<file path="config.mk">
export PLATFORM = sky130hd
export DESIGN_NAME = icache
export DESIGN_NICKNAME = d
export VERILOG_FILES = /design/src/rtl/cache_pkg.sv /design/src/rtl/icache.sv
export SDC_FILE = /design/constraint.sdc
export NUM_CORES = 1
export LEC_CHECK = 0
export BUFFER_PORTS_ARGS = -buffer_cell sky130_fd_sc_hd__buf_4
export CAP_MARGIN = 25
export CORE_MARGIN = 8
export CORE_UTILIZATION = 50
export CTS_BUF_LIST = sky130_fd_sc_hd__clkbuf_8
export DETAILED_ROUTE_END_ITERATION = 6
export GPL_ROUTABILITY_DRIVEN = 0
export PLACE_DENSITY = 0.67
export RECOVER_POWER = 50
export SLEW_MARGIN = 20
export SYNTH_ARGS = -nofsm -noshare
export SYNTH_HDL_FRONTEND = slang
export SYNTH_SLANG_ARGS = --single-unit
</file>
<file path="constraint.sdc">
create_clock -name Clk -period 5.28 [get_ports Clk]
set_input_delay 0.264 -clock Clk [delete_from_list [all_inputs] [get_ports Clk]]
set_output_delay 0.264 -clock Clk [all_outputs]
set_load 0.005 [all_outputs]
</file>
<file path="src/rtl/cache_pkg.sv">
package cache_pkg;

    // CPU word and line geometry
    localparam int WORD_SIZE  = 16;
    localparam int LINE_WORDS = 4;
    localparam int NUM_LINES  = 8;

    // address split, from the top bit down: tag, index, word offset
    localparam int INDEX_SIZE  = 3;
    localparam int OFFSET_SIZE = 2;
    localparam int TAG_SIZE    = WORD_SIZE - INDEX_SIZE - OFFSET_SIZE;

    // one memory block holds a whole line, word 0 in the top bits
    localparam int BLOCK_SIZE = WORD_SIZE * LINE_WORDS;

    // block address is the word address without its offset bits
    localparam int BLOCK_ADDR_SIZE = TAG_SIZE + INDEX_SIZE;

    // every word of the backing memory starts as its own address xor this value
    localparam logic [WORD_SIZE-1:0] MEM_PATTERN = 16'h5a5a;

endpackage
</file>
<file path="src/rtl/icache.sv">
`timescale 1ns/1ps

module icache (
    input  logic                                  Clk,
    input  logic                                  i_reset,
    input  logic                                  i_req,
    input  logic [cache_pkg::WORD_SIZE-1:0]       i_addr,
    input  logic                                  i_mem_ack,
    input  logic [cache_pkg::BLOCK_SIZE-1:0]      i_mem_rdata,
    output logic                                  o_ack,
    output logic [cache_pkg::WORD_SIZE-1:0]       o_rdata,
    output logic                                  o_mem_req,
    output logic [cache_pkg::BLOCK_ADDR_SIZE-1:0] o_mem_addr,
    output logic [15:0]                           o_miss_count
);
    import cache_pkg::*;

    typedef enum logic [1:0] {S_IDLE, S_REFILL, S_LOOKUP, S_RESPOND} state_t;

    state_t                 state;
    logic [TAG_SIZE-1:0]    tag_mem  [NUM_LINES];
    logic [BLOCK_SIZE-1:0]  data_mem [NUM_LINES];
    logic [NUM_LINES-1:0]   valid;

    logic [TAG_SIZE-1:0]    addr_tag;
    logic [INDEX_SIZE-1:0]  addr_index;
    logic [OFFSET_SIZE-1:0] word_sel;
    logic                   hit;
    logic                   start;
    logic                   answer;
    logic                   fill_done;

    assign addr_tag   = i_addr[WORD_SIZE-1 -: TAG_SIZE];
    assign addr_index = i_addr[OFFSET_SIZE +: INDEX_SIZE];
    // word 0 lives in the top bits, so the slice position counts down
    assign word_sel   = OFFSET_SIZE'(LINE_WORDS - 1) - i_addr[OFFSET_SIZE-1:0];
    assign hit        = valid[addr_index] && (tag_mem[addr_index] == addr_tag);

    assign start     = (state == S_IDLE) && i_req;
    assign answer    = (start && hit) || ((state == S_LOOKUP) && !i_mem_ack);
    assign fill_done = (state == S_REFILL) && i_mem_ack;

    always_ff @(posedge Clk) begin
        if (i_reset) begin
            state        <= S_IDLE;
            o_ack        <= 1'b0;
            o_mem_req    <= 1'b0;
            valid        <= '0;
            o_miss_count <= '0;
        end else begin
            unique case (state)
                S_IDLE: begin
                    if (answer) begin
                        o_ack <= 1'b1;
                        state <= S_RESPOND;
                    end else if (start) begin
                        o_mem_req    <= 1'b1;
                        o_miss_count <= o_miss_count + 16'd1;
                        state        <= S_REFILL;
                    end
                end
                S_REFILL: begin
                    if (fill_done) begin
                        o_mem_req         <= 1'b0;
                        valid[addr_index] <= 1'b1;
                        state             <= S_LOOKUP;
                    end
                end
                // the new line answers once the memory has dropped its ack
                S_LOOKUP: begin
                    if (answer) begin
                        o_ack <= 1'b1;
                        state <= S_RESPOND;
                    end
                end
                S_RESPOND: begin
                    if (!i_req) begin
                        o_ack <= 1'b0;
                        state <= S_IDLE;
                    end
                end
                default: state <= S_IDLE;
            endcase
        end
    end

    always_ff @(posedge Clk) begin
        if (start && !hit) begin
            o_mem_addr <= i_addr[WORD_SIZE-1:OFFSET_SIZE];
        end
        if (fill_done) begin
            tag_mem[addr_index]  <= addr_tag;
            data_mem[addr_index] <= i_mem_rdata;
        end
        if (answer) begin
            o_rdata <= data_mem[addr_index][word_sel*WORD_SIZE +: WORD_SIZE];
        end
    end

endmodule

</file>
; After elaboration in Yosys (flattened, before gate mapping)
; Memories as Yosys holds them, arrays and structs flattened.
; Index checks and enable logic that the tools add are counted.
[classes]
n_addsub = 2
multipliers = 0
n_div = 0
order_cmp = 2
eq_ne = 11
shifts = 1
mux = 19
bitwise_logic = 2
n_reduce_logical = 19
[ops]
columns = operator, n
row1 = 64-bit by 7-bit variable part select with 16-bit output, 1
row2 = "16-bit by 1-bit adder with 16-bit output, second input constant", 1
row3 = 11-bit equality test, 1
row4 = 2-bit two-way mux, 5
row5 = "2-bit != test, second input constant", 5
row6 = 1-bit two-way mux, 9
row7 = 8-bit bitwise OR, 1
row8 = 2-bit case mux with 4 select lines, 1
row9 = 4-bit AND reduction, 2
row10 = 1-bit logical AND, 7
row11 = 3-bit AND reduction, 2
row12 = "2-bit equality test, second input constant", 2
row13 = "3-bit by 4-bit < comparator with 1-bit output, second input constant", 1
row14 = 1-bit case mux with 2 select lines, 2
row15 = 2-bit nonzero test, 2
row16 = 1-bit binary-select mux with 3-bit select, 1
row17 = 1-bit demux with 3-bit select, 1
row18 = "3-bit by 1-bit greater-or-equal comparator with 1-bit output, second input constant", 1
row19 = "3-bit != test, second input constant", 1
row20 = "2-bit by 1-bit equality test with 1-bit output, second input constant", 1
row21 = 1-bit logical NOT, 2
row22 = 2-bit logical NOT, 1
row23 = "2-bit by 1-bit != test with 1-bit output, second input constant", 1
row24 = 2-bit AND reduction, 1
row25 = 4 further kinds, 4
[word_totals]
reg_bits = 58
latch_bits = 0
ramBits = 600
mem_bits_ro = 0
out_inout_bits = 48
n_memories = 2
[memory_table]
columns = memory, words, word_bits, rd, rd_clocked_by_memory_dff, wr, line_no
row1 = data_mem, 8, 64, 1, 0, 1, icache.sv:22  ; logic [BLOCK_SIZE-1:0] data_mem [NUM_LINES];
row2 = tag_mem, 8, 11, 1, 0, 1, icache.sv:21  ; logic [TAG_SIZE-1:0] tag_mem [NUM_LINES];

; Logic depth before layout (Yosys ltp)
; Gate-level depths: netlist of the first run.
[depth]
word_depth = 7
mapped_depth = 14
mapped_depth_nobuf = 8

; Least setup slack after synthesis of the first run
; OpenSTA, ideal clock, no wires.
[synth_timing]
kind = input port to flip-flop
start = input port i_addr[2] (netlist bit)
end = memory data_mem[0][0] (netlist bit) (enable)
setup_time_ns = 0.442
arrival_ns = 4.019
required_time_ns = 4.838
setup_slack_ns = 0.818
cell_stages = 9
path_cell_list = buf_6 -> buf_2 -> buf_4 -> buf_4 -> buf_2 -> nor3_1 -> buf_2 -> buf_1 -> and2_1
[synth_lines]
columns = element, line_no
row1 = from (decl), icache.sv:7  ; input logic [cache_pkg::WORD_SIZE-1:0] i_addr,
row2 = to (decl), icache.sv:22
; No word-level cell before the write port.

; Worst setup path after layout of the first run
[layout_timing]
start = input port i_addr[4] (netlist bit)
end = memory data_mem[6][29] (netlist bit) (enable)
; No word-level cell before the write port.

==> results.json, run 1 <==
{
  "cts-htree-levels": 3,
  "finalSetupViolations": 0,
  "seqPwrFrac": 0.564,
  "synth_top_cells_by_count": "630 x sky130_fd_sc_hd__edfxtp_1, 95 x sky130_fd_sc_hd__nand2_1, 90 x sky130_fd_sc_hd__a21oi_1",
  "worstHoldStart": "i_req",
  "synthesis.instances": 1494,
  "failing_checks": "max-capacitance violations, max-slew violations",
  "cts.sink_count": 658,
  "yosys.area.top_type": "sky130_fd_sc_hd__edfxtp_1",
  "worst_setup_path_end_kind": "register",
  "cp-startpoint": "i_addr[4]",
  "cts-buffers-inserted": 102,
  "sw_pwr_mw": 2.55,
  "synthDistinctLibCells": 56,
  "reg_clk_slew_reported_paths_ps": 60,
  "cts_max_path_bufs": 3,
  "initial_antenna_violation_count": 4,
  "detail_route.first_pass.iterations": 7,
  "critical_path_class": "in2reg",
  "mappedNetlistArea_um2": 25000,
  "post_synth_main_area_contributors": "sky130_fd_sc_hd__edfxtp_1 76%, sky130_fd_sc_hd__mux2i_1 2.9%, sky130_fd_sc_hd__a22oi_1 2.6%",
  "outcome": "finished, violations left",
  "area_delta_synth_final_pct": 16.3,
  "synth-seq-area-share": 0.779,
  "totalNegativeSetupSlack_ps": 0,
  "detail_route.iter0.violations": 1322,
  "synth.yosys.warnings": 0,
  "timing_max_transition_violations_final": 57,
  "routed_wirelength_um": 62500,
  "gr-max-usage-layer": "met2",
  "worst_clock_skew_ps": 29.7,
  "unrepaired_setup_endpoints_after_global_routing": "no",
  "num-nets-final": 1843,
  "finalCritPeriodShare": 0.775,
  "detail_route.wl_per_cell_um": 24.9,
  "p_leak_nw": 9.52,
  "register_bit_count_reported_by_yosys": 658,
  "dp_hpwl_um": 34100,
  "initial_utilization": 0.503,
  "synth-edff-count": 630,
  "timing.critical_path.arrival_ps": 4410,
  "fillers": 3864,
  "drt-vias-per-instance": 5.94,
  "synth_ff_type": "sky130_fd_sc_hd__edfxtp_1",
  "portBuffers": 131,
  "globalRouteMet2Util": 0.359,
  "grt_first_pass_wirelength_um": 93300,
  "internal-power_mw": 8.06,
  "final.hold.worst_slack_ps": 56.6,
  "power_per_cell_area_nw_per_um2": 365,
  "grt_use_total": 0.217,
  "cts_post_setup_buffers_inserted": 0,
  "global_route.usage.met3": 0.0428,
  "via_count_of_the_first_global_routing_pass": 15300,
  "i_o_pin_cnt": 132,
  "postCtsHoldBufs": 76,
  "grt_start_max_net_pins": 87,
  "ir_worst_vdd_mv": 0.156,
  "die_x_um": 240,
  "clock_power_share": 0.351,
  "critical_path.reg2reg.startpoint": "state[1]",
  "rows": 82,
  "die_area_um2": 57400,
  "synth.avg_cell_area_um2": 16.7,
  "max_clock_freq_mhz": 244,
  "met1_layer_usage_reported_by_global_route": 0.285,
  "worstPathRequired_ps": 5600,
  "switching_share": 0.240,
  "maxCapViolations": 2,
  "root_buffer": "sky130_fd_sc_hd__clkbuf_8",
  "route.detailed.drc": 0,
  "dr_total_vias": 14900,
  "syn_nets": 1583,
  "grt_overflow": 0,
  "drive_gt1_frac": 0.138,
  "crit_path_max_fanout": 51,
  "netlist.area_leader.share": 0.756,
  "tightestPinTransition_ps": 2760,
  "slew-limit-headroom": -0.838,
  "cts-resized-gates": 0,
  "stdcell_count": 2506,
  "power.share.combinational": 0.085,
  "holdCritPathClass": "in2reg",
  "asyncSetResetFlopFracSynth": 0,
  "chipHeight_um": 240,
  "report.power.total_mw": 10.6,
  "core_region_area_um2": 49800,
  "finalWorstPathRequiredPeriod_ps": 4090,
  "ant_nets": 0,
  "numPlacedInstances": 2246,
  "final_hold_viol_count": 0,
  "tritoncts": "built",
  "yosys.cell_count.top_type": "sky130_fd_sc_hd__edfxtp_1",
  "clk_latency_worst_skew_pair_ps": 690,
  "cp-start-kind": "primary input"
}
## flip-flops by register name, indices dropped and copies added, names as in the netlist
name / cells
o_ack: 1
data_mem: 512
o_mem_req: 1
o_miss_count: 16
o_rdata: 16
state: 2
tag_mem: 88
valid: 8
o_mem_addr: 14
## per-stage QoR
step	util	setup WS [ps]	cell area, um2
finish	0.585	1190	29100
global route	0.585	984	29100
CTS	0.591	2090	29400
detailed placement	0.541	1360	26900
global placement	0.541	1340	26900
floorplan	-	818	25000
## worst max-delay path, cell delays in order
cell and delay (ps):
sky130_fd_sc_hd__buf_4 640, sky130_fd_sc_hd__inv_1 440, sky130_fd_sc_hd__nor3_2 250, sky130_fd_sc_hd__buf_4 430
sky130_fd_sc_hd__and2_0 1910, sky130_fd_sc_hd__buf_12 420
## cells by family (layout without fill, tap and decap cells)
logic type      count (synthesis)  in the layout  synth area share
compound gates                366            366            0.0986
xor+xnor                        9              9           0.00315
fa+ha+maj                       5              5           0.00250
buf+inv                        97            433            0.0164
flops                         658            658             0.779
mux                           109            109            0.0531
other cells                     0              4                 0
simple gates                  250            250            0.0476
## power groups by stage
stage | registers [mW] | logic, mW | clock network, mW
3_5_place_dp | 6.09 | 0.886 | 0
5_1_grt | 6.00 | 0.971 | 4.01
4_1_cts | 5.99 | 0.937 | 3.79
3_3_place_gp | 6.09 | 0.872 | 0
6_report | 5.99 | 0.898 | 3.72
2_1_floorplan | 6.09 | 0.463 | 0
## metal layers
layer | vias up | part of all wire
met1 | 7522 | 0.41
met5 | - | 0
li1 | 6548 | -
met2 | 693 | 0.48
met3 | 115 | 0.082
met4 | 0 | 0.025
## final cells by class
| cell class | count | area, um2 | area share |
|---|---|---|---|
| sequential | 658 | 19500 | 0.670 |
| antenna | 4 | 10.0 | 0.000344 |
| clock inverter | 76 | 327 | 0.0112 |
| tap | 672 | 841 | 0.0289 |
| timing repair buffer | 243 | 1770 | 0.0608 |
| clock buffer | 104 | 1430 | 0.0492 |
| inverter | 10 | 37.5 | 0.00129 |
| multi-input combinational | 739 | 5200 | 0.179 |
## cell usage in the layout (no fill, tap or decap), drive strengths merged, types with 20 or more instances in the layout
| cell | Yosys | layout |
|---|---|---|
| edfxtp | 630 | 630 |
| clkbuf | 56 | 227 |
| nand2 | 95 | 95 |
| a21oi | 90 | 90 |
| a22oi | 88 | 88 |
| dlygate4sd3 | 0 | 76 |
| mux2i | 72 | 72 |
| o21ai | 64 | 64 |
| buf | 31 | 44 |
| clkinv | 0 | 43 |
| nor2 | 41 | 41 |
| nand3 | 40 | 40 |
| inv | 10 | 40 |
| a221oi | 38 | 38 |
| dfxtp | 28 | 28 |
| mux2 | 22 | 22 |
| nand4 | 20 | 20 |
## path summary, 6_finish.rpt
check	endpoint	slack, ps	depth (start not counted)
setup reg to reg	data_mem[7][2]	1260	5
hold / removal	o_ack	60	4
hold reg to reg	valid[0]	470	1
setup / recovery	data_mem[6][29]	1190	6
(Power assumes the default switching activity.)
==> run 2: changes to the inputs <==
==> constraint.sdc (replaced) <==
create_clock -name Clk -period 3.83 [get_ports Clk]
set_input_delay 0.1915 -clock Clk [delete_from_list [all_inputs] [get_ports Clk]]
set_output_delay 0.1915 -clock Clk [all_outputs]
set_load 0.005 [all_outputs]
==> run 2 against run 1 <==
Via count rose by 0.83%. Clock skew rose by 16 ps. Critical path depth did not move. Sequential share of layout area fell by 0.89 points. Sequential power rose by 38%. Worst setup slack got worse by 940 ps. Utilization rose by 0.78 points. Global-route usage rose by 0.61 points. The run still ends with max-capacitance violations, max-slew violations left.
==> results.json, run 2 (synthesized netlist as in run 1, its figures left out) <==
{
  "finalCritPeriodShare": 0.936,
  "critical_path_class": "in2reg",
  "layout.cells.most_common_list": "630 x sky130_fd_sc_hd__edfxtp_1, 109 x sky130_fd_sc_hd__clkbuf_8, 95 x sky130_fd_sc_hd__nand2_1, 95 x sky130_fd_sc_hd__clkbuf_1, 90 x sky130_fd_sc_hd__a21oi_1",
  "worst_setup_path_end_kind": "register",
  "slew-limit-headroom": -0.109,
  "root_buffer": "sky130_fd_sc_hd__clkbuf_8",
  "cts-resized-gates": 0,
  "i_o_pin_cnt": 132,
  "cts-htree-levels": 3,
  "registers.top_by_ff_count": "data_mem",
  "chipHeight_um": 240,
  "clock_power_share": 0.367,
  "core_region_area_um2": 49800,
  "area_delta_synth_final_pct": 17.9,
  "final_hold_viol_count": 0,
  "unrepaired_setup_endpoints_after_global_routing": "no",
  "detail_route.first_pass.iterations": 5,
  "ant_nets": 0,
  "reg_clk_slew_reported_paths_ps": 60,
  "finalSetupViolations": 0,
  "largest_register_ff_count": 512,
  "m1WireLength_um": 25900,
  "dp_hpwl_um": 36200,
  "die_x_um": 240,
  "timing.critical_path.arrival_ps": 3900,
  "routed_wirelength_um": 63800,
  "max_clock_freq_mhz": 279,
  "worstPathRequired_ps": 4150,
  "stdcell_count": 2536,
  "holdCritPathClass": "in2reg",
  "p_leak_nw": 9.72,
  "tritoncts": "built",
  "place_worst_setup_slack_ps": 463,
  "report.power.total_mw": 15.0,
  "worst_clock_skew_ps": 45.9,
  "drive_gt1_frac": 0.147,
  "timing_max_transition_violations_final": 24,
  "clk_latency_worst_skew_pair_ps": 700,
  "outcome": "finished, violations left",
  "numPlacedInstances": 2268,
  "layout_commonest_cell": "sky130_fd_sc_hd__edfxtp_1",
  "crit_path_max_fanout": 28,
  "detail_route.iter0.violations": 1395,
  "cts-buffers-inserted": 103,
  "dr_total_vias": 15000,
  "internal-power_mw": 11.4,
  "grt_start_max_net_pins": 54,
  "maxCapViolations": 1,
  "power_per_cell_area_nw_per_um2": 509,
  "cts.sink_count": 658,
  "die_area_um2": 57400,
  "timing.final.ws_setup_ps": 247,
  "cts_max_path_bufs": 3,
  "portBuffers": 131,
  "sw_pwr_mw": 3.58,
  "seqPwrFrac": 0.550,
  "total_length_of_routed_met3_wires_um": 5300,
  "initial_antenna_violation_count": 4,
  "via_count_of_the_first_global_routing_pass": 15400,
  "grt_use_total": 0.223,
  "num-nets-final": 1870,
  "grt_first_pass_wirelength_um": 96100,
  "initial_utilization": 0.503,
  "finalWorstPathRequiredPeriod_ps": 3580,
  "top_signal_layer_used": "met5",
  "grt_overflow": 0,
  "switching_share": 0.238,
  "met2_length_um": 31100,
  "totalNegativeSetupSlack_ps": 0,
  "drt-vias-per-instance": 5.92,
  "power.share.combinational": 0.084,
  "tightestPinTransition_ps": 1660,
  "reg_top3": "data_mem x512, tag_mem x88",
  "route.detailed.drc": 0,
  "cp-start-kind": "primary input",
  "ir_worst_vdd_mv": 0.296,
  "rows": 82,
  "failing_checks": "max-capacitance violations, max-slew violations",
  "detail_route.wl_per_cell_um": 25.2
}
## run 2: timing repair
item / CTS / global route
setup buffers: 0 / 0
hold buffers: 80 / 0
hold endpoints to repair: 631 / 0
## run 2: worst paths after layout
kind | from | to | slack, ps | cells after the start
max | i_addr[3] | tag_mem[2][0] | 250 | 6
max reg2reg | state[1] | data_mem[0][19] | 700 | 5
min | i_addr[1] | o_rdata[15] | 120 | 2
min reg2reg | valid[2] | valid[2] | 470 | 1
## run 2: critical path: stages
cell	delay [ps]
sky130_fd_sc_hd__dlygate4sd3_1	540
sky130_fd_sc_hd__buf_4	340
sky130_fd_sc_hd__inv_1	410
sky130_fd_sc_hd__nor3_1	1190
sky130_fd_sc_hd__and2_0	720
sky130_fd_sc_hd__buf_4	480
## run 2: metrics by stage
stage	hold slack [ps]	util	instance area, um2
final	121	0.592	29500
after global routing	129	0.592	29500
after CTS	63.1	0.600	29800
after detailed placement	430	0.546	27100
after global placement	424	0.545	27100
after floorplan	290	-	25000
## run 2: cell type report
type,instances,area [um2]
Antenna cell,4,10.0
Clock buffer,109,1500
Clock inverter,75,395
Fill cell,3799,20300
Inverter,10,37.5
Multi-Input combinational cell,739,5190
Sequential cell,658,19500
Tap cell,672,841
Timing Repair Buffer,269,2030
## run 2: power by group through the flow
stage / sequential [mW] / clock [mW] / combinational [mW]
floorplan: 8.39 / 0 / 0.639
global placement: 8.39 / 0 / 1.22
detailed placement: 8.40 / 0 / 1.25
CTS: 8.25 / 5.59 / 1.33
global route: 8.26 / 5.91 / 1.37
finish: 8.25 / 5.50 / 1.26
## run 2: metal layers
metal,up-vias,GRT usage
li1,6606,-
met1,7587,0.296
met2,694,0.370
met3,112,0.0416
met4,2,0.0747
met5,-,0
