<file path="src/rtl/cache_pkg.sv">
package cache_pkg;

    // CPU word and line geometry
    localparam int WORD_SIZE  = 16;
    localparam int LINE_WORDS = 4;
    localparam int NUM_LINES  = 8;

    // address split, from the top bit down: tag, index, word offset
    localparam int INDEX_SIZE  = 3;
    localparam int OFFSET_SIZE = 2;
    localparam int TAG_SIZE    = WORD_SIZE - INDEX_SIZE - OFFSET_SIZE;

    // one memory block holds a whole line, word 0 in the top bits
    localparam int BLOCK_SIZE = WORD_SIZE * LINE_WORDS;

    // block address is the word address without its offset bits
    localparam int BLOCK_ADDR_SIZE = TAG_SIZE + INDEX_SIZE;

    // every word of the backing memory starts as its own address xor this value
    localparam logic [WORD_SIZE-1:0] MEM_PATTERN = 16'h5a5a;

endpackage
</file>
<file path="src/rtl/dcache.sv">
`timescale 1ns/1ps

module dcache (
    input  logic                                  Clk,
    input  logic                                  i_reset,
    input  logic                                  i_req,
    input  logic                                  i_we,
    input  logic [cache_pkg::WORD_SIZE-1:0]       i_addr,
    input  logic [cache_pkg::WORD_SIZE-1:0]       i_wdata,
    input  logic                                  i_mem_ack,
    input  logic [cache_pkg::BLOCK_SIZE-1:0]      i_mem_rdata,
    output logic                                  o_ack,
    output logic [cache_pkg::WORD_SIZE-1:0]       o_rdata,
    output logic                                  o_mem_req,
    output logic                                  o_mem_we,
    output logic [cache_pkg::BLOCK_ADDR_SIZE-1:0] o_mem_addr,
    output logic [cache_pkg::BLOCK_SIZE-1:0]      o_mem_wdata,
    output logic [15:0]                           o_miss_count
);
    import cache_pkg::*;

    typedef enum logic [2:0] {
        S_IDLE,
        S_WRITEBACK,
        S_WB_CLOSE,
        S_REFILL,
        S_LOOKUP,
        S_RESPOND
    } state_t;

    state_t                 state;
    logic [TAG_SIZE-1:0]    tag_mem  [NUM_LINES];
    logic [BLOCK_SIZE-1:0]  data_mem [NUM_LINES];
    logic [NUM_LINES-1:0]   valid;
    logic [NUM_LINES-1:0]   dirty;

    logic [TAG_SIZE-1:0]    addr_tag;
    logic [INDEX_SIZE-1:0]  addr_index;
    logic [OFFSET_SIZE-1:0] word_sel;
    logic                   hit;
    logic                   victim_dirty;
    logic                   start;
    logic                   answer;
    logic                   start_wb;
    logic                   start_fill;
    logic                   fill_done;

    assign addr_tag     = i_addr[WORD_SIZE-1 -: TAG_SIZE];
    assign addr_index   = i_addr[OFFSET_SIZE +: INDEX_SIZE];
    assign word_sel     = OFFSET_SIZE'(LINE_WORDS - 1) - i_addr[OFFSET_SIZE-1:0];
    assign hit          = valid[addr_index] && (tag_mem[addr_index] == addr_tag);
    assign victim_dirty = valid[addr_index] && dirty[addr_index];

    assign start    = (state == S_IDLE) && i_req;
    // after a refill the line is a hit, so the write merge reuses the hit path
    assign answer   = (start && hit) || ((state == S_LOOKUP) && !i_mem_ack);
    assign start_wb = start && !hit && victim_dirty;
    assign start_fill = (start && !hit && !victim_dirty)
                      || ((state == S_WB_CLOSE) && !i_mem_ack);
    assign fill_done = (state == S_REFILL) && i_mem_ack;

    always_ff @(posedge Clk) begin
        if (i_reset) begin
            state        <= S_IDLE;
            o_ack        <= 1'b0;
            o_mem_req    <= 1'b0;
            valid        <= '0;
            dirty        <= '0;
            o_miss_count <= '0;
        end else begin
            unique case (state)
                S_IDLE: begin
                    if (answer) begin
                        o_ack <= 1'b1;
                        state <= S_RESPOND;
                    end else if (start) begin
                        o_mem_req    <= 1'b1;
                        o_miss_count <= o_miss_count + 16'd1;
                        state        <= start_wb ? S_WRITEBACK : S_REFILL;
                    end
                end
                S_WRITEBACK: begin
                    if (i_mem_ack) begin
                        o_mem_req <= 1'b0;
                        state     <= S_WB_CLOSE;
                    end
                end
                // the read may only start after the write handshake is closed
                S_WB_CLOSE: begin
                    if (start_fill) begin
                        o_mem_req <= 1'b1;
                        state     <= S_REFILL;
                    end
                end
                S_REFILL: begin
                    if (fill_done) begin
                        o_mem_req         <= 1'b0;
                        valid[addr_index] <= 1'b1;
                        dirty[addr_index] <= 1'b0;
                        state             <= S_LOOKUP;
                    end
                end
                S_LOOKUP: begin
                    if (answer) begin
                        o_ack <= 1'b1;
                        state <= S_RESPOND;
                    end
                end
                S_RESPOND: begin
                    if (!i_req) begin
                        o_ack <= 1'b0;
                        state <= S_IDLE;
                    end
                end
                default: state <= S_IDLE;
            endcase
            if (answer && i_we) begin
                dirty[addr_index] <= 1'b1;
            end
        end
    end

    always_ff @(posedge Clk) begin
        if (start_wb) begin
            o_mem_we    <= 1'b1;
            o_mem_addr  <= {tag_mem[addr_index], addr_index};
            o_mem_wdata <= data_mem[addr_index];
        end
        if (start_fill) begin
            o_mem_we   <= 1'b0;
            o_mem_addr <= i_addr[WORD_SIZE-1:OFFSET_SIZE];
        end
        if (fill_done) begin
            tag_mem[addr_index]  <= addr_tag;
            data_mem[addr_index] <= i_mem_rdata;
        end
        if (answer) begin
            if (i_we) begin
                data_mem[addr_index][word_sel*WORD_SIZE +: WORD_SIZE] <= i_wdata;
                o_rdata <= i_wdata;
            end else begin
                o_rdata <= data_mem[addr_index][word_sel*WORD_SIZE +: WORD_SIZE];
            end
        end
    end

endmodule

</file>
<file path="config.mk">
export PLATFORM = sky130hd
export DESIGN_NAME = dcache
export DESIGN_NICKNAME = d
export VERILOG_FILES = /design/src/rtl/cache_pkg.sv /design/src/rtl/dcache.sv
export SDC_FILE = /design/constraint.sdc
export NUM_CORES = 1
export LEC_CHECK = 0
export BUFFER_PORTS_ARGS = -buffer_cell sky130_fd_sc_hd__buf_2
export CAP_MARGIN = 20
export CELL_PAD_IN_SITES_DETAIL_PLACEMENT = 0
export CELL_PAD_IN_SITES_GLOBAL_PLACEMENT = 2
export CORE_UTILIZATION = 45
export DETAILED_ROUTE_END_ITERATION = 8
export HOLD_SLACK_MARGIN = 0.15
export MAX_ROUTING_LAYER = met4
export PLACE_DENSITY_LB_ADDON = 0.1
export SLEW_MARGIN = 20
export SYNTH_ARGS = -nofsm -noshare
export SYNTH_HDL_FRONTEND = slang
export SYNTH_SLANG_ARGS = --single-unit
export TNS_END_PERCENT = 5
</file>
<file path="constraint.sdc">
create_clock -name Clk -period 4.7 [get_ports Clk]
set_clock_uncertainty 0.1 [all_clocks]
set_input_delay 0.94 -clock Clk [delete_from_list [all_inputs] [get_ports Clk]]
set_output_delay 0.94 -clock Clk [all_outputs]
set_load 0.01 [all_outputs]
</file>
* Word level (Yosys, flattened, before mapping)
Memory sizes are Yosys's and may differ from the RTL's. Index checks and enable logic that the tools add are counted.
Word-level totals: register bits 132, word-level logic and storage cells 231, input port bits 101, memories 2, RAM bits 600
Cells by class: multiplexer cells 100, bitwise operators 69, $lt $le $gt $ge 2, shift operators 3, reductions and logical operators 27, add/subtract/negate cells 3, equal/unequal tests 15
Memory list:
- data_mem | depth 8, bits a word 64, read ports 1, clocked after memory_dff 0, wr ports 1, line dcache.sv:33 | logic [BLOCK_SIZE-1:0] data_mem [NUM_LINES];
- tag_mem | depth 8, bits a word 11, read ports 1, clocked after memory_dff 0, wr ports 1, line dcache.sv:32 | logic [TAG_SIZE-1:0] tag_mem [NUM_LINES];
Operators by type and width (number):
- 1-bit two-way mux | 78
- 64-bit two-way mux | 1
- 1-bit OR | 64
- 16-bit by 34-bit variable shift with 64-bit output, first input constant | 1
- 16-bit by 34-bit indexed part select with 64-bit output | 1
- 64-bit by 7-bit indexed part select with 16-bit output | 1
- 6-bit negation with 34-bit output | 1
- 8-bit two-way mux | 4
- 14-bit two-way mux | 2
- 3-bit two-way mux | 7
- 3-bit one-hot mux with 6 select lines | 1
- 16-bit by 1-bit adder with 16-bit output, second input constant | 1
- 16-bit two-way mux | 1
- 8-bit OR | 2
- 2-bit inequality test, second input constant | 7
- 1-bit logical AND | 12
- 6-bit AND reduction | 2
- 11-bit equality test | 1
- 8-bit bitwise AND | 1
- 8-bit NOT | 1
- 1-bit binary-select mux with 3-bit select | 2
- 3-bit by 2-bit equality test with 1-bit output, second input constant | 2
- 3-bit equality test, second input constant | 2
- 3-bit AND reduction | 2
- other kinds (18) | 22

* Longest topological paths before layout
Gate-level depths: netlist of the first run.
depth in word-level cells 11, mapped depth 15, mapped depth without buffers 8

* Least setup slack after synthesis of the first run
OpenSTA, ideal clock, no wires.
path kind input to register, from in i_addr[2] (netlist bit), to mem data_mem[0][0] (netlist bit), enable pin, arrival time 3.790 ns, required time 4.206 ns, buffers on the path 2, library setup time 0.394 ns, path slack 0.416 ns, stages on the path 10, cells stage by stage buf_6 -> mux4_1 -> mux2i_1 -> xnor2_1 -> nand4b_2 -> nand4bb_1 -> nor3_2 -> buf_6 -> o21ai_1 -> a21oi_1
Between the ends: cells in the longest elaborated chain, start to end 8, elaborated cells between the ends (all ways) 10, classes of those cells 1 x eq/ne; 4 x mux; 1 x bitwise; 3 x reduce/logical; 1 x memory
RTL lines:
- from (decl) | line dcache.sv:8 | input logic [cache_pkg::WORD_SIZE-1:0] i_addr,
- memory 8 x 11 bit or 1-bit binary-select mux with 3-bit select (tied branches)
- 11-bit equality test or 1-bit two-way mux (tied branches) | line dcache.sv:51 | assign hit = valid[addr_index] && (tag_mem[addr_index] == addr_tag);
- 1-bit logical AND | line dcache.sv:51
- 1-bit logical AND | line dcache.sv:56 | assign answer = (start && hit) || ((state == S_LOOKUP) && !i_mem_ack);
- 1-bit logical OR | line dcache.sv:56
- 1-bit two-way mux | line dcache.sv:137 | if (answer) begin
- 64-bit two-way mux (implied by the code) | line dcache.sv:139 | data_mem[addr_index][word_sel*WORD_SIZE +: WORD_SIZE] <= i_wdata;
- 1-bit OR (no line)
- to (decl) | line dcache.sv:33
Parallel ways exist; a longest one is shown, timed or not. The select of a mux whose other input is x is not followed.

* Worst setup path after layout of the first run
from in i_addr[4] (netlist bit), to mem data_mem[2][17] (netlist bit), enable pin
The elaborated chain is that of the path after synthesis.

==> run_results.csv, run 1 <==
group,metric,value,unit
floorplan,rows,92,
synth,syn_inst,1737,
clock_network,cts_setup_buffers,0,
synth,syn_nets,1844,
sta,fin_crit_sh,82.6,%
synth,yosys_register_bits,732,
hold_path,hp-class,"flop to flop",
clock_network,cts_resized,0,
clock_network,root_buffer,"clkbuf_16",
detailed_routing,ant_nets,0,
setup_path,rr_worst_depth,10,
setup_path,path_class,"primary input to flop",
clock_network,clkLatencyLatePin,620,ps
sta,final_max_slew_viol_count,0,
setup_path,cp_data_arrival_time,4060,ps
floorplan,initial_utilization,45.8,%
global_route,grt_pass1_vias,17100,
sta,rsz0062_at_grt,"no",
floorplan,die_area,65700,um^2
sta,tightestPinTransition,1180,ps
global_route,grt_max_degree,52,
detailed_routing,via_count,17200,
detailed_routing,drtPass1Iterations,5,
placed_design,port_buffers,213,
placed_design,gp_congestion,0.819,
synth,yosysUniqueCellTypes,68,
sta,fin_hold_ws,362,ps
placed_design,pre_cts_ws,179,ps
setup_path,end_kind,"flop",
floorplan,io_pins,214,
finish,finalInstanceArea,34400,um^2
clock_network,htreeDepth,3,
placed_design,dp_cells,2785,
clock_network,holdBufCountCts,0,
detailed_routing,initialDrtViolationCount,1652,
clock_network,clk_pin_slew,60,ps
clock_network,clkSinkCount,732,
synth,synthFlopType,"edfxtp_1",
sta,postLayoutSetupSlackWorst,819,ps
synth,synthTopCellsByArea,"edfxtp_1 (72%), a22oi_1 (3.9%), mux2_2 (3.2%)",
status,outcome,"finished, final reports clean",
finish,fill_cells,5187,
global_route,grt_usage,27.1,%
finish,drive_gt1_share,29.4,%
setup_path,crit_path_max_fanout,23,
setup_path,worstSetupStartpoint,"i_addr[4]",
global_route,grt_overflow,0,
setup_path,endpoint,"data_mem[2][17]",
synth,ys_warn_count,0,
power_and_ir_drop,total_power,14.3,mW
setup_path,r2r-end,"data_mem[2][17]",
clock_network,cts_made_buffers,77,
detailed_routing,drt-vias-per-instance,5.87,
sta,relSlewSlack,21.3,%
synth,ys_seq_area_share,74.2,%
floorplan,die_h,256,um
setup_path,worst-r2r-setup-slack,1250,ps
setup_path,r2r_start,"tag_mem[1][4]",
setup_path,cp_data_required_time,4880,ps
finish,fin_util,54.2,%
synth,synth-edff-count,694,
placed_design,placement.cell_area,31900,um^2
detailed_routing,remaining_drc_errors,0,
floorplan,core,63500,um^2
flow_run,max_cap_viol_count,0,
detailed_routing,routedWlPerCell,29.6,um
sta,fmax,258,MHz
synth,ys_async_sr_fraction,0,%
finish,mostFrequentLayoutCells,"edfxtp_1 (694), buf_2 (212), a22oi_1 (152), nor2_1 (100), mux2_2 (82)",
sta,period_needed,3880,ps
floorplan,die_w,256,um
finish,nets,2125,
synth,yosys.area.top_type_share,71.6,%
finish,post_layout_nonfiller_instances,2929,
finish,areaGrowthSynthToFinish,18.2,%
sta,finalSetupViolations,0,
sta,setup_tns,0,ps
global_route,grt_antenna_before_repair,2,
power_and_ir_drop,p_leak,11.6,nW
clock_network,cts_buffer_depth,3,
sta,hold_viol,0,
synth,synth_top_cell_by_area,"edfxtp_1",
placed_design,dpl.hpwl,55400,um
power_and_ir_drop,cellPowerDensity,414,nW/um^2
detailed_routing,routed_wl,86700,um
global_route,grt_pass1_wl,123000,um
setup_path,critPathLaunchType,"primary input",
synth,synth_area,29100,um^2
synth,syn_area_per_cell,16.8,um^2
power_and_ir_drop,irDropWorstVdd,254,uV
finish,final_common_cell,"edfxtp_1",
clock_network,cts_tree,"yes",
critical path: stages:
cell     delay, ps
buf_2          510
buf_4          250
mux4_2         280
nand2_1         80
nand2_1         70
xnor2_1        370
nand4_4        170
nor3_2         200
buf_4          230
o21ai_1        300
a21oi_2        240
buf_4          360
registers in the layout, summed over array words and instances, names as in the netlist, named ones only:
signal and count:
data_mem 512, tag_mem 88, o_mem_wdata 64, o_miss_count 16, o_rdata 16, o_mem_addr 14
valid 8, dirty 7, state 3, o_ack 1, o_mem_req 1, o_mem_we 1
how the worst min path moves through the flow:
| stage | to | slack (ps) | cells past startpoint | startpoint |
|---|---|---|---|---|
| 2_1_floorplan | valid[2] | 330 | 2 | valid[2] |
| 3_3_place_gp | valid[3] | 350 | 2 | valid[3] |
| 3_5_place_dp | valid[2] | 350 | 2 | valid[2] |
| 4_1_cts | valid[2] | 370 | 2 | valid[2] |
| 5_1_grt | valid[4] | 390 | 2 | valid[4] |
| 6_report | valid[2] | 360 | 2 | valid[2] |
final cells by class:
cell class | instances | area [um^2] | share of cell area (%)
inverter | 32 | 121 | 0.352
tap | 846 | 1060 | 3.07
clock inverter | 46 | 510 | 1.48
clock buffer | 95 | 2030 | 5.88
multi-input combinational | 863 | 6980 | 20.3
timing repair buffer | 312 | 2120 | 6.17
sequential | 732 | 21600 | 62.7
antenna | 3 | 7.51 | 0.0218
synth_stat cells, types with 6 or more instances:
cell type and n:
a211o_1 7, a21oi_1 59, a221oi_1 44, a22o_1 30, a22oi_1 152, a31o_2 8, and2_1 7, buf_1 14
buf_2 13, buf_4 6, buf_6 7, clkbuf_1 64, dfxtp_1 38, edfxtp_1 694, ha_1 6, inv_1 32
mux2_2 82, mux2_4 21, mux2i_1 52, mux4_2 28, nand2_1 44, nand2b_1 22, nand3_1 38, nand4_1 21
nor2_1 107, nor2b_1 14, nor3_1 10, nor3b_1 9, o21ai_0 7, o22ai_1 6, o31ai_1 7, xnor2_1 9
cell families after synthesis:
| logic type | Yosys count | synth area share (%) |
|---|---|---|
| fa+ha+maj | 6 | 0.258 |
| flops | 732 | 74.2 |
| simple gates | 301 | 5.20 |
| xor+xnor | 10 | 0.301 |
| buf+inv | 142 | 2.39 |
| compound gates | 358 | 9.13 |
| mux | 188 | 8.55 |
power breakdown:
part	switching, mW	leakage (nW)	internal (mW)
Clock	2.54	1.24	3.58
Combinational	0.611	3.82	0.311
Sequential	0.0205	6.56	7.20
per-layer routing:
layer,track usage [%],part of all wire (%),up-vias,routed length [um]
li1,-,-,7536,-
met1,36.3,43,8839,37000
met2,43.3,49,725,42100
met3,4.35,6.3,107,5430
met4,7.14,2.5,0,2150
met5,-,0,-,0
Power figures use the tool's default switching activity.
==> run 2: changes to the inputs <==
==> constraint.sdc (replaced) <==
create_clock -name Clk -period 3.95 [get_ports Clk]
set_clock_uncertainty 0.1 [all_clocks]
set_input_delay 0.79 -clock Clk [delete_from_list [all_inputs] [get_ports Clk]]
set_output_delay 0.79 -clock Clk [all_outputs]
set_load 0.01 [all_outputs]
==> run_results.csv, run 2 (synthesis results as in run 1) <==
group,metric,value,unit
sta,rsz0062_at_grt,"no",
clock_network,clkLatencyLatePin,620,ps
sta,tightestPinTransition,868,ps
global_route,grt_pass1_vias,17400,
sta,finalSetupViolations,0,
placed_design,pre_cts_ws,-189,ps
clock_network,cts_buffer_depth,3,
clock_network,cts_tree,"yes",
floorplan,die_w,256,um
sta,relSlewSlack,42.1,%
setup_path,r2r_start,"tag_mem[6][7]",
placed_design,dpl.hpwl,57000,um
finish,largest_register_ffs,512,
global_route,grt_usage,27.5,%
finish,mostFrequentLayoutCells,"edfxtp_1 (694), buf_2 (212), buf_4 (172), a22oi_1 (152), nor2_1 (103)",
detailed_routing,remaining_drc_errors,0,
floorplan,die_h,256,um
clock_network,holdBufCountCts,0,
clock_network,cts_setup_buffers,0,
setup_path,r2r-end,"data_mem[7][0]",
finish,fin_util,56.5,%
placed_design,port_buffers,213,
power_and_ir_drop,p_leak,12.4,nW
placed_design,gp_congestion,0.823,
detailed_routing,drtPass1Iterations,7,
finish,drive_gt1_share,33.7,%
power_and_ir_drop,cellPowerDensity,486,nW/um^2
hold_path,whs_path_depth,1,
hold_path,hold_end,"tag_mem[3][4]",
floorplan,core,63500,um^2
finish,nets,2251,
floorplan,die_area,65700,um^2
floorplan,rows,92,
clock_network,clkSinkCount,732,
floorplan,initial_utilization,45.8,%
setup_path,cp_data_arrival_time,3790,ps
power_and_ir_drop,irDropWorstVdd,288,uV
finish,top_regs,"data_mem x512, tag_mem x88, o_mem_wdata x64",
floorplan,io_pins,214,
detailed_routing,initialDrtViolationCount,1681,
sta,hold_viol,0,
sta,fin_crit_sh,89.4,%
sta,final_max_slew_viol_count,0,
detailed_routing,routedWlPerCell,28.7,um
detailed_routing,drt-vias-per-instance,5.80,
finish,areaGrowthSynthToFinish,23.2,%
global_route,grt_pass1_wl,125000,um
setup_path,end_kind,"flop",
clock_network,root_buffer,"clkbuf_16",
finish,final_common_cell,"edfxtp_1",
global_route,grt_max_degree,47,
finish,finalInstanceArea,35900,um^2
detailed_routing,via_count,17700,
clock_network,cts_resized,0,
global_route,grt_overflow,0,
clock_network,cts_made_buffers,78,
detailed_routing,routed_wl,87600,um
setup_path,critPathLaunchType,"primary input",
clock_network,clk_pin_slew,60,ps
sta,period_needed,3530,ps
global_route,grt_antenna_before_repair,8,
hold_path,hp-class,"primary input to flop",
setup_path,cp_data_required_time,4210,ps
clock_network,htreeDepth,3,
setup_path,rr_worst_depth,11,
setup_path,path_class,"primary input to flop",
status,outcome,"finished, final reports clean",
sta,postLayoutSetupSlackWorst,420,ps
hold_path,worstHoldStart,"i_addr[9]",
finish,largest_register,"data_mem",
sta,fmax,283,MHz
setup_path,crit_path_max_fanout,29,
detailed_routing,ant_nets,0,
placed_design,placement.cell_area,33200,um^2
setup_path,worst-r2r-setup-slack,630,ps
flow_run,max_cap_viol_count,0,
[run 2: cell count changes in the layout (fill, tap and decap cells not counted), sizes merged]
| cell | change |
|---|---|
| buf | +125 |
| bufinv | +4 |
| clkbuf | -7 |
| clkinv | +2 |
| clkinvlp | +4 |
| diode | +1 |
[run 2: worst max-delay path by stage]
| stage | startpoint | end |
|---|---|---|
| 2_1_floorplan | i_addr[2] | data_mem[0][0] |
| 3_3_place_gp | i_addr[3] | o_rdata[6] |
| 3_5_place_dp | i_addr[3] | o_rdata[6] |
| 4_1_cts | i_addr[3] | o_rdata[6] |
| 5_1_grt | i_addr[4] | data_mem[7][3] |
| 6_report | i_addr[3] | o_rdata[6] |
[run 2: metrics by stage]
step	total power [mW]	cells	TNS, ps	hold slack, ps
after CTS	17.6	3054	0	340
after floorplan	9.33	1737	-102920	335
final	17.4	3058	0	367
after detailed placement	10.0	2910	-30240	359
after global placement	9.99	2910	-23340	345
after global routing	17.9	3055	0	373
[run 2: worst max-delay path, cell delays in order]
cell     delay, ps
buf_2          330
buf_4          260
buf_4          380
nor3_2         130
buf_12         200
buf_4          220
a22oi_1        220
nand3_1        350
mux4_2         550
mux2_2         290
[run 2: cell type report]
class,count,area [um^2]
Inverter,32,121
Antenna cell,4,10.0
Fill cell,5101,27700
Multi-Input combinational cell,863,6970
Clock buffer,88,2030
Sequential cell,732,21600
Tap cell,846,1060
Clock inverter,56,667
Timing Repair Buffer,437,3410
[run 2: power breakdown]
group / total [mW] / switching, mW / internal, mW
registers: 8.59 / 0.0243 / 8.57
clock network: 7.61 / 3.03 / 4.58
logic: 1.25 / 0.753 / 0.494
[run 2: metal layers]
layer	global-route usage, %	up-vias	wire (um)
met1	38.1	9056	37500
met5	-	-	0
li1	-	7807	-
met4	9.77	0	2980
met3	4.11	128	6520
met2	41.5	741	40600
