[src/rtl/cache_pkg.sv]
package cache_pkg;

    // CPU word and line geometry
    localparam int WORD_SIZE  = 16;
    localparam int LINE_WORDS = 4;
    localparam int NUM_LINES  = 8;

    // address split, from the top bit down: tag, index, word offset
    localparam int INDEX_SIZE  = 3;
    localparam int OFFSET_SIZE = 2;
    localparam int TAG_SIZE    = WORD_SIZE - INDEX_SIZE - OFFSET_SIZE;

    // one memory block holds a whole line, word 0 in the top bits
    localparam int BLOCK_SIZE = WORD_SIZE * LINE_WORDS;

    // block address is the word address without its offset bits
    localparam int BLOCK_ADDR_SIZE = TAG_SIZE + INDEX_SIZE;

    // every word of the backing memory starts as its own address xor this value
    localparam logic [WORD_SIZE-1:0] MEM_PATTERN = 16'h5a5a;

endpackage
[src/rtl/mem_arbiter.sv]
`timescale 1ns/1ps

module mem_arbiter (
    input  logic                                  Clk,
    input  logic                                  i_reset,
    input  logic                                  i_d_req,
    input  logic                                  i_d_we,
    input  logic [cache_pkg::BLOCK_ADDR_SIZE-1:0] i_d_addr,
    input  logic [cache_pkg::BLOCK_SIZE-1:0]      i_d_wdata,
    input  logic                                  i_i_req,
    input  logic [cache_pkg::BLOCK_ADDR_SIZE-1:0] i_i_addr,
    input  logic                                  i_mem_ack,
    input  logic [cache_pkg::BLOCK_SIZE-1:0]      i_mem_rdata,
    output logic                                  o_d_ack,
    output logic                                  o_i_ack,
    output logic [cache_pkg::BLOCK_SIZE-1:0]      o_rdata,
    output logic                                  o_mem_req,
    output logic                                  o_mem_we,
    output logic [cache_pkg::BLOCK_ADDR_SIZE-1:0] o_mem_addr,
    output logic [cache_pkg::BLOCK_SIZE-1:0]      o_mem_wdata
);
    typedef enum logic [1:0] {G_IDLE, G_DATA, G_INST} grant_t;

    grant_t grant;

    // data cache wins when both ask in the same cycle
    always_ff @(posedge Clk) begin
        if (i_reset) begin
            grant <= G_IDLE;
        end else begin
            unique case (grant)
                G_IDLE: begin
                    if (i_d_req) begin
                        grant <= G_DATA;
                    end else if (i_i_req) begin
                        grant <= G_INST;
                    end
                end
                G_DATA: begin
                    if (!i_d_req && !i_mem_ack) begin
                        grant <= G_IDLE;
                    end
                end
                G_INST: begin
                    if (!i_i_req && !i_mem_ack) begin
                        grant <= G_IDLE;
                    end
                end
                default: grant <= G_IDLE;
            endcase
        end
    end

    assign o_mem_req   = ((grant == G_DATA) && i_d_req) || ((grant == G_INST) && i_i_req);
    // instruction fetches only ever read
    assign o_mem_we    = (grant == G_DATA) && i_d_we;
    assign o_mem_addr  = (grant == G_INST) ? i_i_addr : i_d_addr;
    assign o_mem_wdata = i_d_wdata;

    assign o_d_ack = (grant == G_DATA) && i_mem_ack;
    assign o_i_ack = (grant == G_INST) && i_mem_ack;
    assign o_rdata = i_mem_rdata;

endmodule

[config.mk]
export PLATFORM = sky130hd
export DESIGN_NAME = mem_arbiter
export DESIGN_NICKNAME = d
export VERILOG_FILES = /design/src/rtl/cache_pkg.sv /design/src/rtl/mem_arbiter.sv
export SDC_FILE = /design/constraint.sdc
export NUM_CORES = 1
export LEC_CHECK = 0
export BUFFER_PORTS_ARGS = -buffer_cell sky130_fd_sc_hd__buf_2
export CAP_MARGIN = 20
export CORE_AREA = 5 5 117 119
export CTS_CLUSTER_SIZE = 40
export DETAILED_ROUTE_END_ITERATION = 12
export DIE_AREA = 0 0 122 124
export HOLD_SLACK_MARGIN = 0.12
export SYNTH_ARGS = -nofsm -noshare
export SYNTH_HDL_FRONTEND = slang
export SYNTH_SLANG_ARGS = --single-unit
[constraint.sdc]
create_clock -name Clk -period 1.4 [get_ports Clk]
set_input_delay 0.21 -clock Clk [delete_from_list [all_inputs] [get_ports Clk]]
set_output_delay 0.21 -clock Clk [all_outputs]
set_load 0.01 [all_outputs]
Word level (Yosys, flattened, before mapping) --
Index checks and enable logic that the tools add are counted.
Word-level totals: register bits after elaboration 2, bits of input ports 162, output and inout bits 146, word-level logic and storage cells 25
Operators by class: eq/ne operators 5, multiplexer cells 6, reductions and logical operators 13
Operators by type and width (number):
- 2-to-1 mux 14 bit | 1
- 2-to-1 mux 2 bit | 4
- logical AND 1 bit | 7
- one-hot mux 2 bit (3 select lines) | 1
- inequality test 2 bit (second input constant) | 2
- zero test 1 bit | 3
- inequality test 3 bit (second input constant) | 1
- AND reduction 3 bit | 1
- == test 2 x 1 -> 1 bit (second input constant) | 1
- == test 2 bit (second input constant) | 1
- zero test 2 bit | 1
- logical OR 1 bit | 1

Logic depth before layout (Yosys ltp) --
Gate-level depths: netlist of the first run.
depth in word-level cells 4, depth in mapped cells 4, mapped depth without buffers 2

Worst setup path after synthesis of the first run --
OpenSTA, ideal clock, no wires.
kind flip-flop to output port, start point register grant[0], end point output port o_mem_addr[1] in the netlist's numbering, arrival 1.019 ns, required time 1.190 ns, slack 0.171 ns, stages on the path, launching flop included 5, path buffers 2, cells stage by stage dfxtp_1 nand2b_1 buf_6 buf_12 mux2_4
Between the ends: cells in the longest elaborated chain, start to end 2
Ends and longest elaborated chain:
- from (decl) | RTL line mem_arbiter.sv:24 | grant_t grant;
- from (signal assigned) | RTL line mem_arbiter.sv:29 | grant <= G_IDLE;
- from (signal assigned) | RTL line mem_arbiter.sv:34 | grant <= G_DATA;
- from (signal assigned) | RTL line mem_arbiter.sv:36 | grant <= G_INST;
- == test 2 bit | RTL line mem_arbiter.sv:57 | assign o_mem_addr = (grant == G_INST) ? i_i_addr : i_d_addr;
- 2-to-1 mux 14 bit | RTL line mem_arbiter.sv:57
- to (decl) | RTL line mem_arbiter.sv:19 | output logic [cache_pkg::BLOCK_ADDR_SIZE-1:0] o_mem_addr,
No other way between the ends.

Final worst setup path of the first run --
start point register grant[0], end point output port o_mem_addr[6] in the netlist's numbering
Same word-level chain as after synthesis.

==> metrics.txt, run 1 <==
# TYPE chip_impl_metric gauge
chip_impl_info{name="status",value="complete, but fails checks"} 1
chip_impl_info{name="violations_in_the_final_reports",value="negative setup slack"} 1
chip_impl_metric{name="number_of_buffers_added_by_the_clock_tree_synthesis_step",unit=""} 3
chip_impl_metric{name="worst_pin_slew",unit="ns"} 0.212
chip_impl_metric{name="hold_violations",unit=""} 0
chip_impl_info{name="holdCritStartpoint",value="i_reset"} 1
chip_impl_metric{name="max_clock_freq",unit="GHz"} 0.675
chip_impl_info{name="largest_reg_by_ff_count",value="grant"} 1
chip_impl_metric{name="worst_setup_hold_path_clk_slew",unit="ns"} 0.03
chip_impl_metric{name="grt_start_max_net_pins",unit=""} 9
chip_impl_metric{name="boundaryPins",unit=""} 308
chip_impl_metric{name="flow.area_growth_from_synthesis",unit="%"} -19.3
chip_impl_metric{name="place_congestion",unit=""} 0.608
chip_impl_metric{name="holdPathStages",unit=""} 2
chip_impl_info{name="cts_tree",value="done"} 1
chip_impl_metric{name="min_period_over_period",unit=""} 1.06
chip_impl_metric{name="std_cell_rows",unit=""} 41
chip_impl_metric{name="syn-num-nets",unit=""} 321
chip_impl_metric{name="clockPowerShare",unit=""} 0.572
chip_impl_info{name="worstSetupPathType",value="flip-flop to primary output"} 1
chip_impl_metric{name="synth_seq_area_share",unit=""} 0.0309
chip_impl_metric{name="groute.usage.overall",unit=""} 0.0450
chip_impl_metric{name="worst_path_arrival_time",unit="ns"} 1.27
chip_impl_metric{name="route.detailed.drc",unit=""} 0
chip_impl_metric{name="critical_path_required",unit="ns"} 1.19
chip_impl_metric{name="vias",unit=""} 673
chip_impl_metric{name="min_period",unit="ns"} 1.48
chip_impl_info{name="critPathCaptureType",value="primary output"} 1
chip_impl_metric{name="wl",unit="mm"} 4.10
chip_impl_info{name="synth_top_cells_by_area",value="buf_4 74%, mux2_4 9.3%, mux2_2 5.2%"} 1
chip_impl_metric{name="area_of_the_core",unit="sq mm"} 0.0125
chip_impl_info{name="regToRegEndpoint",value="grant[1]"} 1
chip_impl_metric{name="timing_max_transition_violations_final",unit=""} 0
chip_impl_metric{name="reg2reg_setup_slack",unit="ns"} 0.63
chip_impl_info{name="unrepaired_setup_endpoints_after_global_routing",value="yes"} 1
chip_impl_info{name="hold_endpoint",value="grant[0]"} 1
chip_impl_metric{name="dp_hpwl",unit="mm"} 3.44
chip_impl_metric{name="maxCapViolCount",unit=""} 0
chip_impl_metric{name="final.setup_skew",unit="ns"} 0.000586
chip_impl_metric{name="floorplan.die.width",unit="um"} 122
chip_impl_metric{name="fillers",unit=""} 1442
chip_impl_metric{name="wire_length_of_the_first_global_routing_pass",unit="mm"} 4.67
chip_impl_metric{name="setup_ws",unit="ns"} -0.0814
chip_impl_metric{name="cts-htree-levels",unit=""} 1
chip_impl_info{name="cts.root.buffer_cell",value="clkbuf_16"} 1
chip_impl_metric{name="drt_pre_antenna_iters",unit=""} 4
chip_impl_metric{name="antenna_violations_before_repair",unit=""} 0
chip_impl_metric{name="io_buffer_count",unit=""} 51
chip_impl_metric{name="pwr-share-comb",unit=""} 0.344
chip_impl_info{name="timing.rr.start",value="grant[1]"} 1
chip_impl_metric{name="detailed_place.area",unit="sq um"} 793
chip_impl_info{name="cp_max_delay_cell",value="dfxtp_2"} 1
chip_impl_metric{name="initialDrtViolationCount",unit=""} 9
chip_impl_metric{name="diodes",unit=""} 0
chip_impl_metric{name="power_density",unit="mW/mm^2"} 732
chip_impl_metric{name="sequentialPowerShare",unit=""} 0.084
chip_impl_metric{name="die_area",unit="sq mm"} 0.0151
chip_impl_metric{name="yosys_warnings",unit=""} 0
chip_impl_metric{name="tns",unit="ns"} -1.08
chip_impl_metric{name="finish.cell_count_without_fillers",unit=""} 258
chip_impl_metric{name="initial_core_util",unit=""} 0.104
chip_impl_metric{name="total_switching_power",unit="uW"} 171
chip_impl_metric{name="place_worst_setup_slack",unit="ns"} 0.0353
chip_impl_metric{name="wire_per_inst",unit="um"} 15.9
chip_impl_info{name="worst_setup_sp_type",value="flip-flop"} 1
chip_impl_info{name="synth_area_leader_cell",value="buf_4"} 1
chip_impl_info{name="hold_path.class",value="input pin to flip-flop"} 1
chip_impl_metric{name="power.static_leakage",unit="nW"} 0.492
chip_impl_metric{name="syn-instance-count",unit=""} 159
chip_impl_metric{name="post-synth-top-area-fraction",unit=""} 0.742
chip_impl_metric{name="clock_sinks",unit=""} 2
chip_impl_metric{name="clockBufferDepth",unit=""} 2
chip_impl_metric{name="max_slew_margin",unit=""} 0.858
chip_impl_metric{name="synth.ff_latch_count",unit=""} 2
chip_impl_metric{name="yosys.cell_types.count",unit=""} 16
chip_impl_metric{name="critical-path-max-stage-delay",unit="ns"} 0.30
chip_impl_metric{name="cts_hold_buffers",unit=""} 0
chip_impl_info{name="critical_path.cell_chain",value="nand2b_4 > buf_12 > mux2_4 > buf_6"} 1
chip_impl_metric{name="post_drt_via_cell_ratio",unit=""} 2.61
chip_impl_metric{name="swShare",unit=""} 0.224
chip_impl_metric{name="chipHeight",unit="um"} 124
chip_impl_info{name="registers_with_the_most_flip_flops",value="grant: 2 flops"} 1
chip_impl_metric{name="drive_gt1_frac",unit=""} 0.884
chip_impl_metric{name="global_route.overflow_total",unit=""} 0
chip_impl_metric{name="clkLatencyLatePin",unit="ns"} 0.22
chip_impl_metric{name="power.ir.vdd_worst",unit="mV"} 0.252
chip_impl_metric{name="nNetsFinal",unit=""} 250
chip_impl_metric{name="final_cell_area",unit="sq mm"} 0.00104
chip_impl_metric{name="area_of_the_mapped_netlist",unit="sq mm"} 0.00129
chip_impl_metric{name="via_count_of_the_first_global_routing_pass",unit=""} 682
chip_impl_metric{name="reg2regPathDepth",unit=""} 2
chip_impl_metric{name="finalHoldWorstSlack",unit="ns"} 0.170
chip_impl_metric{name="final-setup-viol-count",unit=""} 14
chip_impl_metric{name="dp.cells",unit=""} 253
chip_impl_metric{name="drt.antenna.violating_nets",unit=""} 0
chip_impl_metric{name="flip_flop_count_of_the_largest_register_after_layout",unit=""} 2
chip_impl_metric{name="internal_power",unit="uW"} 594
chip_impl_metric{name="critical_path.max_fanout",unit=""} 8
chip_impl_metric{name="avg_cell_area_syn",unit="sq um"} 8.14
-- through the flow --
stage	power (mW)	util
3_3_place_gp	0.250	0.0636
6_report	0.765	0.0838
4_1_cts	0.771	0.0834
3_5_place_dp	0.252	0.0636
2_1_floorplan	0.537	-
5_1_grt	0.793	0.0838
-- per-layer routing --
metal  track usage  share of wire  up-vias  routed length, um
met4        0.0609           0.12        0                505
met5             0              0        -                  0
li1              -              -      220                  -
met2        0.0805           0.46      135               1880
met3        0.0500           0.28       60               1160
met1        0.0112           0.14      258                560
-- cell type report --
class / instances / area, sq um / share of cell area
inverter: 2 / 7.51 / 0.00719
sequential: 2 / 45.0 / 0.0431
timing repair buffer: 54 / 404 / 0.387
multi-input combinational: 25 / 298 / 0.285
clock buffer: 3 / 75.1 / 0.0719
tap: 172 / 215 / 0.206
-- synth_stat cells, drive strengths merged --
library cell / n
mux2: 14
inv: 2
nand2b: 2
nor3: 1
o21ai: 1
a2bb2o: 1
dfxtp: 2
buf: 130
a211oi: 1
and2: 2
nor2b: 1
nor2: 1
a21oi: 1
-- worst max path at each step --
| stage | slack (ns) | endpoint | cells after the start | startpoint |
|---|---|---|---|---|
| after floorplan | 0.17 | o_mem_addr[1] | 4 | grant[0] |
| after global placement | 0.06 | o_mem_addr[13] | 4 | grant[0] |
| after detailed placement | 0.04 | o_mem_addr[11] | 4 | grant[0] |
| after CTS | -0.09 | o_mem_addr[4] | 4 | grant[0] |
| after global routing | -0.10 | o_mem_addr[6] | 4 | grant[0] |
| final | -0.08 | o_mem_addr[6] | 4 | grant[0] |
-- cells in the final DEF (no fill, tap or decap), types with 2 or more instances in the layout --
master     netlist  layout
buf_6            1      15
clkbuf_16        0       3
inv_1            2       2
and2_1           2       2
buf_2            0      36
mux2_4           8      14
-- timing repair --
action | CTS | global route
endpoints found under the hold margin | 0 | 0
resized for setup | 27 | 2
buffers inserted | 1 | 0
gates cloned | 1 | 0
endpoints found under the setup margin | 15 | 15
-- worst max-delay path: cells and delay by family (launching register included) --
kind | cells | cell delay, ns
DFF | 1 | 0.30
and+or+nand+nor | 1 | 0.16
muxes | 1 | 0.30
buffers and inverters | 2 | 0.28
-- kinds of logic after synthesis --
kind of cell | Yosys count | synth area share
AOI/OAI and AO/OA | 4 | 0.0213
buffers and inverters | 132 | 0.772
DFF | 2 | 0.0309
muxes | 14 | 0.145
and+or+nand+nor | 7 | 0.0309
-- power groups by stage --
stage	clock network (mW)	logic, mW	registers (mW)
after floorplan	0	0.473	0.0644
final	0.437	0.263	0.0645
after CTS	0.443	0.263	0.0653
after global placement	0	0.185	0.0649
after global routing	0.452	0.276	0.0651
after detailed placement	0	0.186	0.0653
Note: power is estimated with default switching activity, not from simulation.
==> run 2, diff against run 1 <==
--- a/config.mk
+++ b/config.mk
@@ -12,6 +12,7 @@
 export DETAILED_ROUTE_END_ITERATION = 12
 export DIE_AREA = 0 0 122 124
 export HOLD_SLACK_MARGIN = 0.12
+export MAX_ROUTING_LAYER = met4
 export SYNTH_ARGS = -nofsm -noshare
 export SYNTH_HDL_FRONTEND = slang
 export SYNTH_SLANG_ARGS = --single-unit
==> run 2 against run 1 <==
Compared with the run above:
- the flow still finishes with violations (negative setup slack)
- wire length fell by 0.80%
- worst hold slack got worse by 0.00051 ns
- die area did not move
- cell count did not move
- sequential cell count did not move
- first-iteration DRC count fell by 56%
- via count fell by 0.74%
- largest cell class unchanged
==> metrics.txt, run 2 (synthesized netlist as in run 1, its figures left out) <==
# TYPE chip_impl_metric gauge
chip_impl_info{name="status",value="complete, but fails checks"} 1
chip_impl_info{name="violations_in_the_final_reports",value="negative setup slack"} 1
chip_impl_metric{name="reg2regPathDepth",unit=""} 2
chip_impl_info{name="largest_reg_by_ff_count",value="grant"} 1
chip_impl_metric{name="area_of_the_core",unit="sq mm"} 0.0125
chip_impl_metric{name="total_switching_power",unit="uW"} 168
chip_impl_metric{name="critical_path_required",unit="ns"} 1.19
chip_impl_metric{name="swShare",unit=""} 0.220
chip_impl_metric{name="min_period_over_period",unit=""} 1.06
chip_impl_metric{name="cts-htree-levels",unit=""} 1
chip_impl_metric{name="worst_setup_hold_path_clk_slew",unit="ns"} 0.03
chip_impl_metric{name="place_congestion",unit=""} 0.612
chip_impl_metric{name="critical_path.max_fanout",unit=""} 8
chip_impl_metric{name="setup_ws",unit="ns"} -0.0802
chip_impl_metric{name="antenna_violations_before_repair",unit=""} 0
chip_impl_metric{name="drive_gt1_frac",unit=""} 0.884
chip_impl_metric{name="floorplan.die.width",unit="um"} 122
chip_impl_metric{name="internal_power",unit="uW"} 594
chip_impl_metric{name="pwr-share-comb",unit=""} 0.345
chip_impl_metric{name="route.detailed.drc",unit=""} 0
chip_impl_metric{name="power.static_leakage",unit="nW"} 0.492
chip_impl_metric{name="timing_max_transition_violations_final",unit=""} 0
chip_impl_metric{name="finalHoldWorstSlack",unit="ns"} 0.170
chip_impl_info{name="cts_tree",value="done"} 1
chip_impl_metric{name="max_slew_margin",unit=""} 0.862
chip_impl_metric{name="wire_per_inst",unit="um"} 15.8
chip_impl_metric{name="dp_hpwl",unit="mm"} 3.44
chip_impl_metric{name="place_worst_setup_slack",unit="ns"} 0.0353
chip_impl_metric{name="clockPowerShare",unit=""} 0.570
chip_impl_metric{name="vias",unit=""} 668
chip_impl_info{name="hold_path.class",value="input pin to flip-flop"} 1
chip_impl_metric{name="io_buffer_count",unit=""} 51
chip_impl_metric{name="reg2reg_setup_slack",unit="ns"} 0.64
chip_impl_metric{name="flow.area_growth_from_synthesis",unit="%"} -19.3
chip_impl_metric{name="final.setup_skew",unit="ns"} 0.00000594
chip_impl_metric{name="final-setup-viol-count",unit=""} 14
chip_impl_metric{name="drt_pre_antenna_iters",unit=""} 3
chip_impl_info{name="worst_setup_sp_type",value="flip-flop"} 1
chip_impl_metric{name="nNetsFinal",unit=""} 250
chip_impl_metric{name="number_of_buffers_added_by_the_clock_tree_synthesis_step",unit=""} 3
chip_impl_metric{name="power.ir.vdd_worst",unit="mV"} 0.249
chip_impl_metric{name="die_area",unit="sq mm"} 0.0151
chip_impl_metric{name="diodes",unit=""} 0
chip_impl_metric{name="max_clock_freq",unit="GHz"} 0.676
chip_impl_metric{name="holdPathStages",unit=""} 2
chip_impl_metric{name="worst_path_arrival_time",unit="ns"} 1.27
chip_impl_metric{name="worst_pin_slew",unit="ns"} 0.205
chip_impl_metric{name="boundaryPins",unit=""} 308
chip_impl_metric{name="fin_total_pwr",unit="uW"} 762
chip_impl_info{name="final_common_cell",value="buf_2"} 1
chip_impl_metric{name="power_density",unit="mW/mm^2"} 729
chip_impl_metric{name="clockBufferDepth",unit=""} 2
chip_impl_metric{name="chipHeight",unit="um"} 124
chip_impl_metric{name="clock_sinks",unit=""} 2
chip_impl_metric{name="drt.antenna.violating_nets",unit=""} 0
chip_impl_info{name="unrepaired_setup_endpoints_after_global_routing",value="yes"} 1
chip_impl_metric{name="global_route.overflow_total",unit=""} 0
chip_impl_metric{name="sequentialPowerShare",unit=""} 0.085
chip_impl_metric{name="via_count_of_the_first_global_routing_pass",unit=""} 680
chip_impl_metric{name="maxCapViolCount",unit=""} 0
chip_impl_metric{name="wire_length_of_the_first_global_routing_pass",unit="mm"} 4.69
chip_impl_metric{name="clkLatencyLatePin",unit="ns"} 0.22
chip_impl_metric{name="flip_flop_count_of_the_largest_register_after_layout",unit=""} 2
chip_impl_metric{name="min_period",unit="ns"} 1.48
chip_impl_metric{name="wl",unit="mm"} 4.07
chip_impl_metric{name="initial_core_util",unit=""} 0.104
chip_impl_metric{name="tns",unit="ns"} -1.06
chip_impl_metric{name="grt_start_max_net_pins",unit=""} 9
chip_impl_info{name="worstSetupPathType",value="flip-flop to primary output"} 1
chip_impl_metric{name="groute.usage.overall",unit=""} 0.0463
chip_impl_metric{name="std_cell_rows",unit=""} 41
chip_impl_metric{name="hold_violations",unit=""} 0
chip_impl_info{name="most_used_cells_in_the_layout_excluding_fill_and_tap_cells",value="36 x buf_2, 15 x buf_6, 14 x mux2_4"} 1
chip_impl_info{name="cts.root.buffer_cell",value="clkbuf_16"} 1
chip_impl_info{name="critPathCaptureType",value="primary output"} 1
chip_impl_metric{name="final_core_util",unit=""} 0.0838
chip_impl_metric{name="post_drt_via_cell_ratio",unit=""} 2.59
chip_impl_info{name="registers_with_the_most_flip_flops",value="grant: 2 flops"} 1
chip_impl_metric{name="initialDrtViolationCount",unit=""} 4
run 2: cell counts in the layout (fill, tap and decap cells not counted):
Identical to the previous run, type by type.
run 2: final cells by class:
type | instances | area, sq um
Timing Repair Buffer | 54 | 404
Inverter | 2 | 7.51
Clock buffer | 3 | 75.1
Fill cell | 1442 | 11400
Tap cell | 172 | 215
Sequential cell | 2 | 45.0
Multi-Input combinational cell | 25 | 298
run 2: power groups by stage:
stage                     Combinational [mW]  Clock [mW]  Sequential, mW
after global routing                   0.276       0.452          0.0651
final                                  0.263       0.434          0.0644
after detailed placement               0.186           0          0.0653
after global placement                 0.185           0          0.0649
after floorplan                        0.473           0          0.0644
after CTS                              0.263       0.443          0.0653
run 2: critical path: stages (launching register included):
cell	delay, ns
dfxtp_2	0.30
nand2b_4	0.16
buf_12	0.16
mux2_4	0.30
buf_6	0.12
run 2: stage by stage:
stage / area (sq um) / std cells
finish: 1040 / 258
global route: 1040 / 258
CTS: 1040 / 258
detailed placement: 793 / 253
global placement: 793 / 253
floorplan: 1290 / 159
run 2: final timing paths:
kind / endpoint / start
hold / removal: grant[0] / i_reset
setup / recovery: o_mem_addr[6] / grant[0]
hold reg to reg: grant[0] / grant[1]
setup reg to reg: grant[1] / grant[1]
run 2: metal layers:
layer | wire, um | vias to the layer above | GRT usage
met5 | 0 | - | -
met4 | 490 | 0 | 0.0609
met3 | 1140 | 62 | 0.0495
met2 | 1870 | 131 | 0.0805
met1 | 565 | 254 | 0.0117
li1 | - | 221 | -
run 2: repair_timing:
item,4_1_cts,5_1_grt
endpoints found under the hold margin,0,0
resized for setup,27,2
pin swaps,0,0
gates cloned,1,0
buffers inserted,1,0
hold buffers,0,0
setup endpoints to repair,15,15
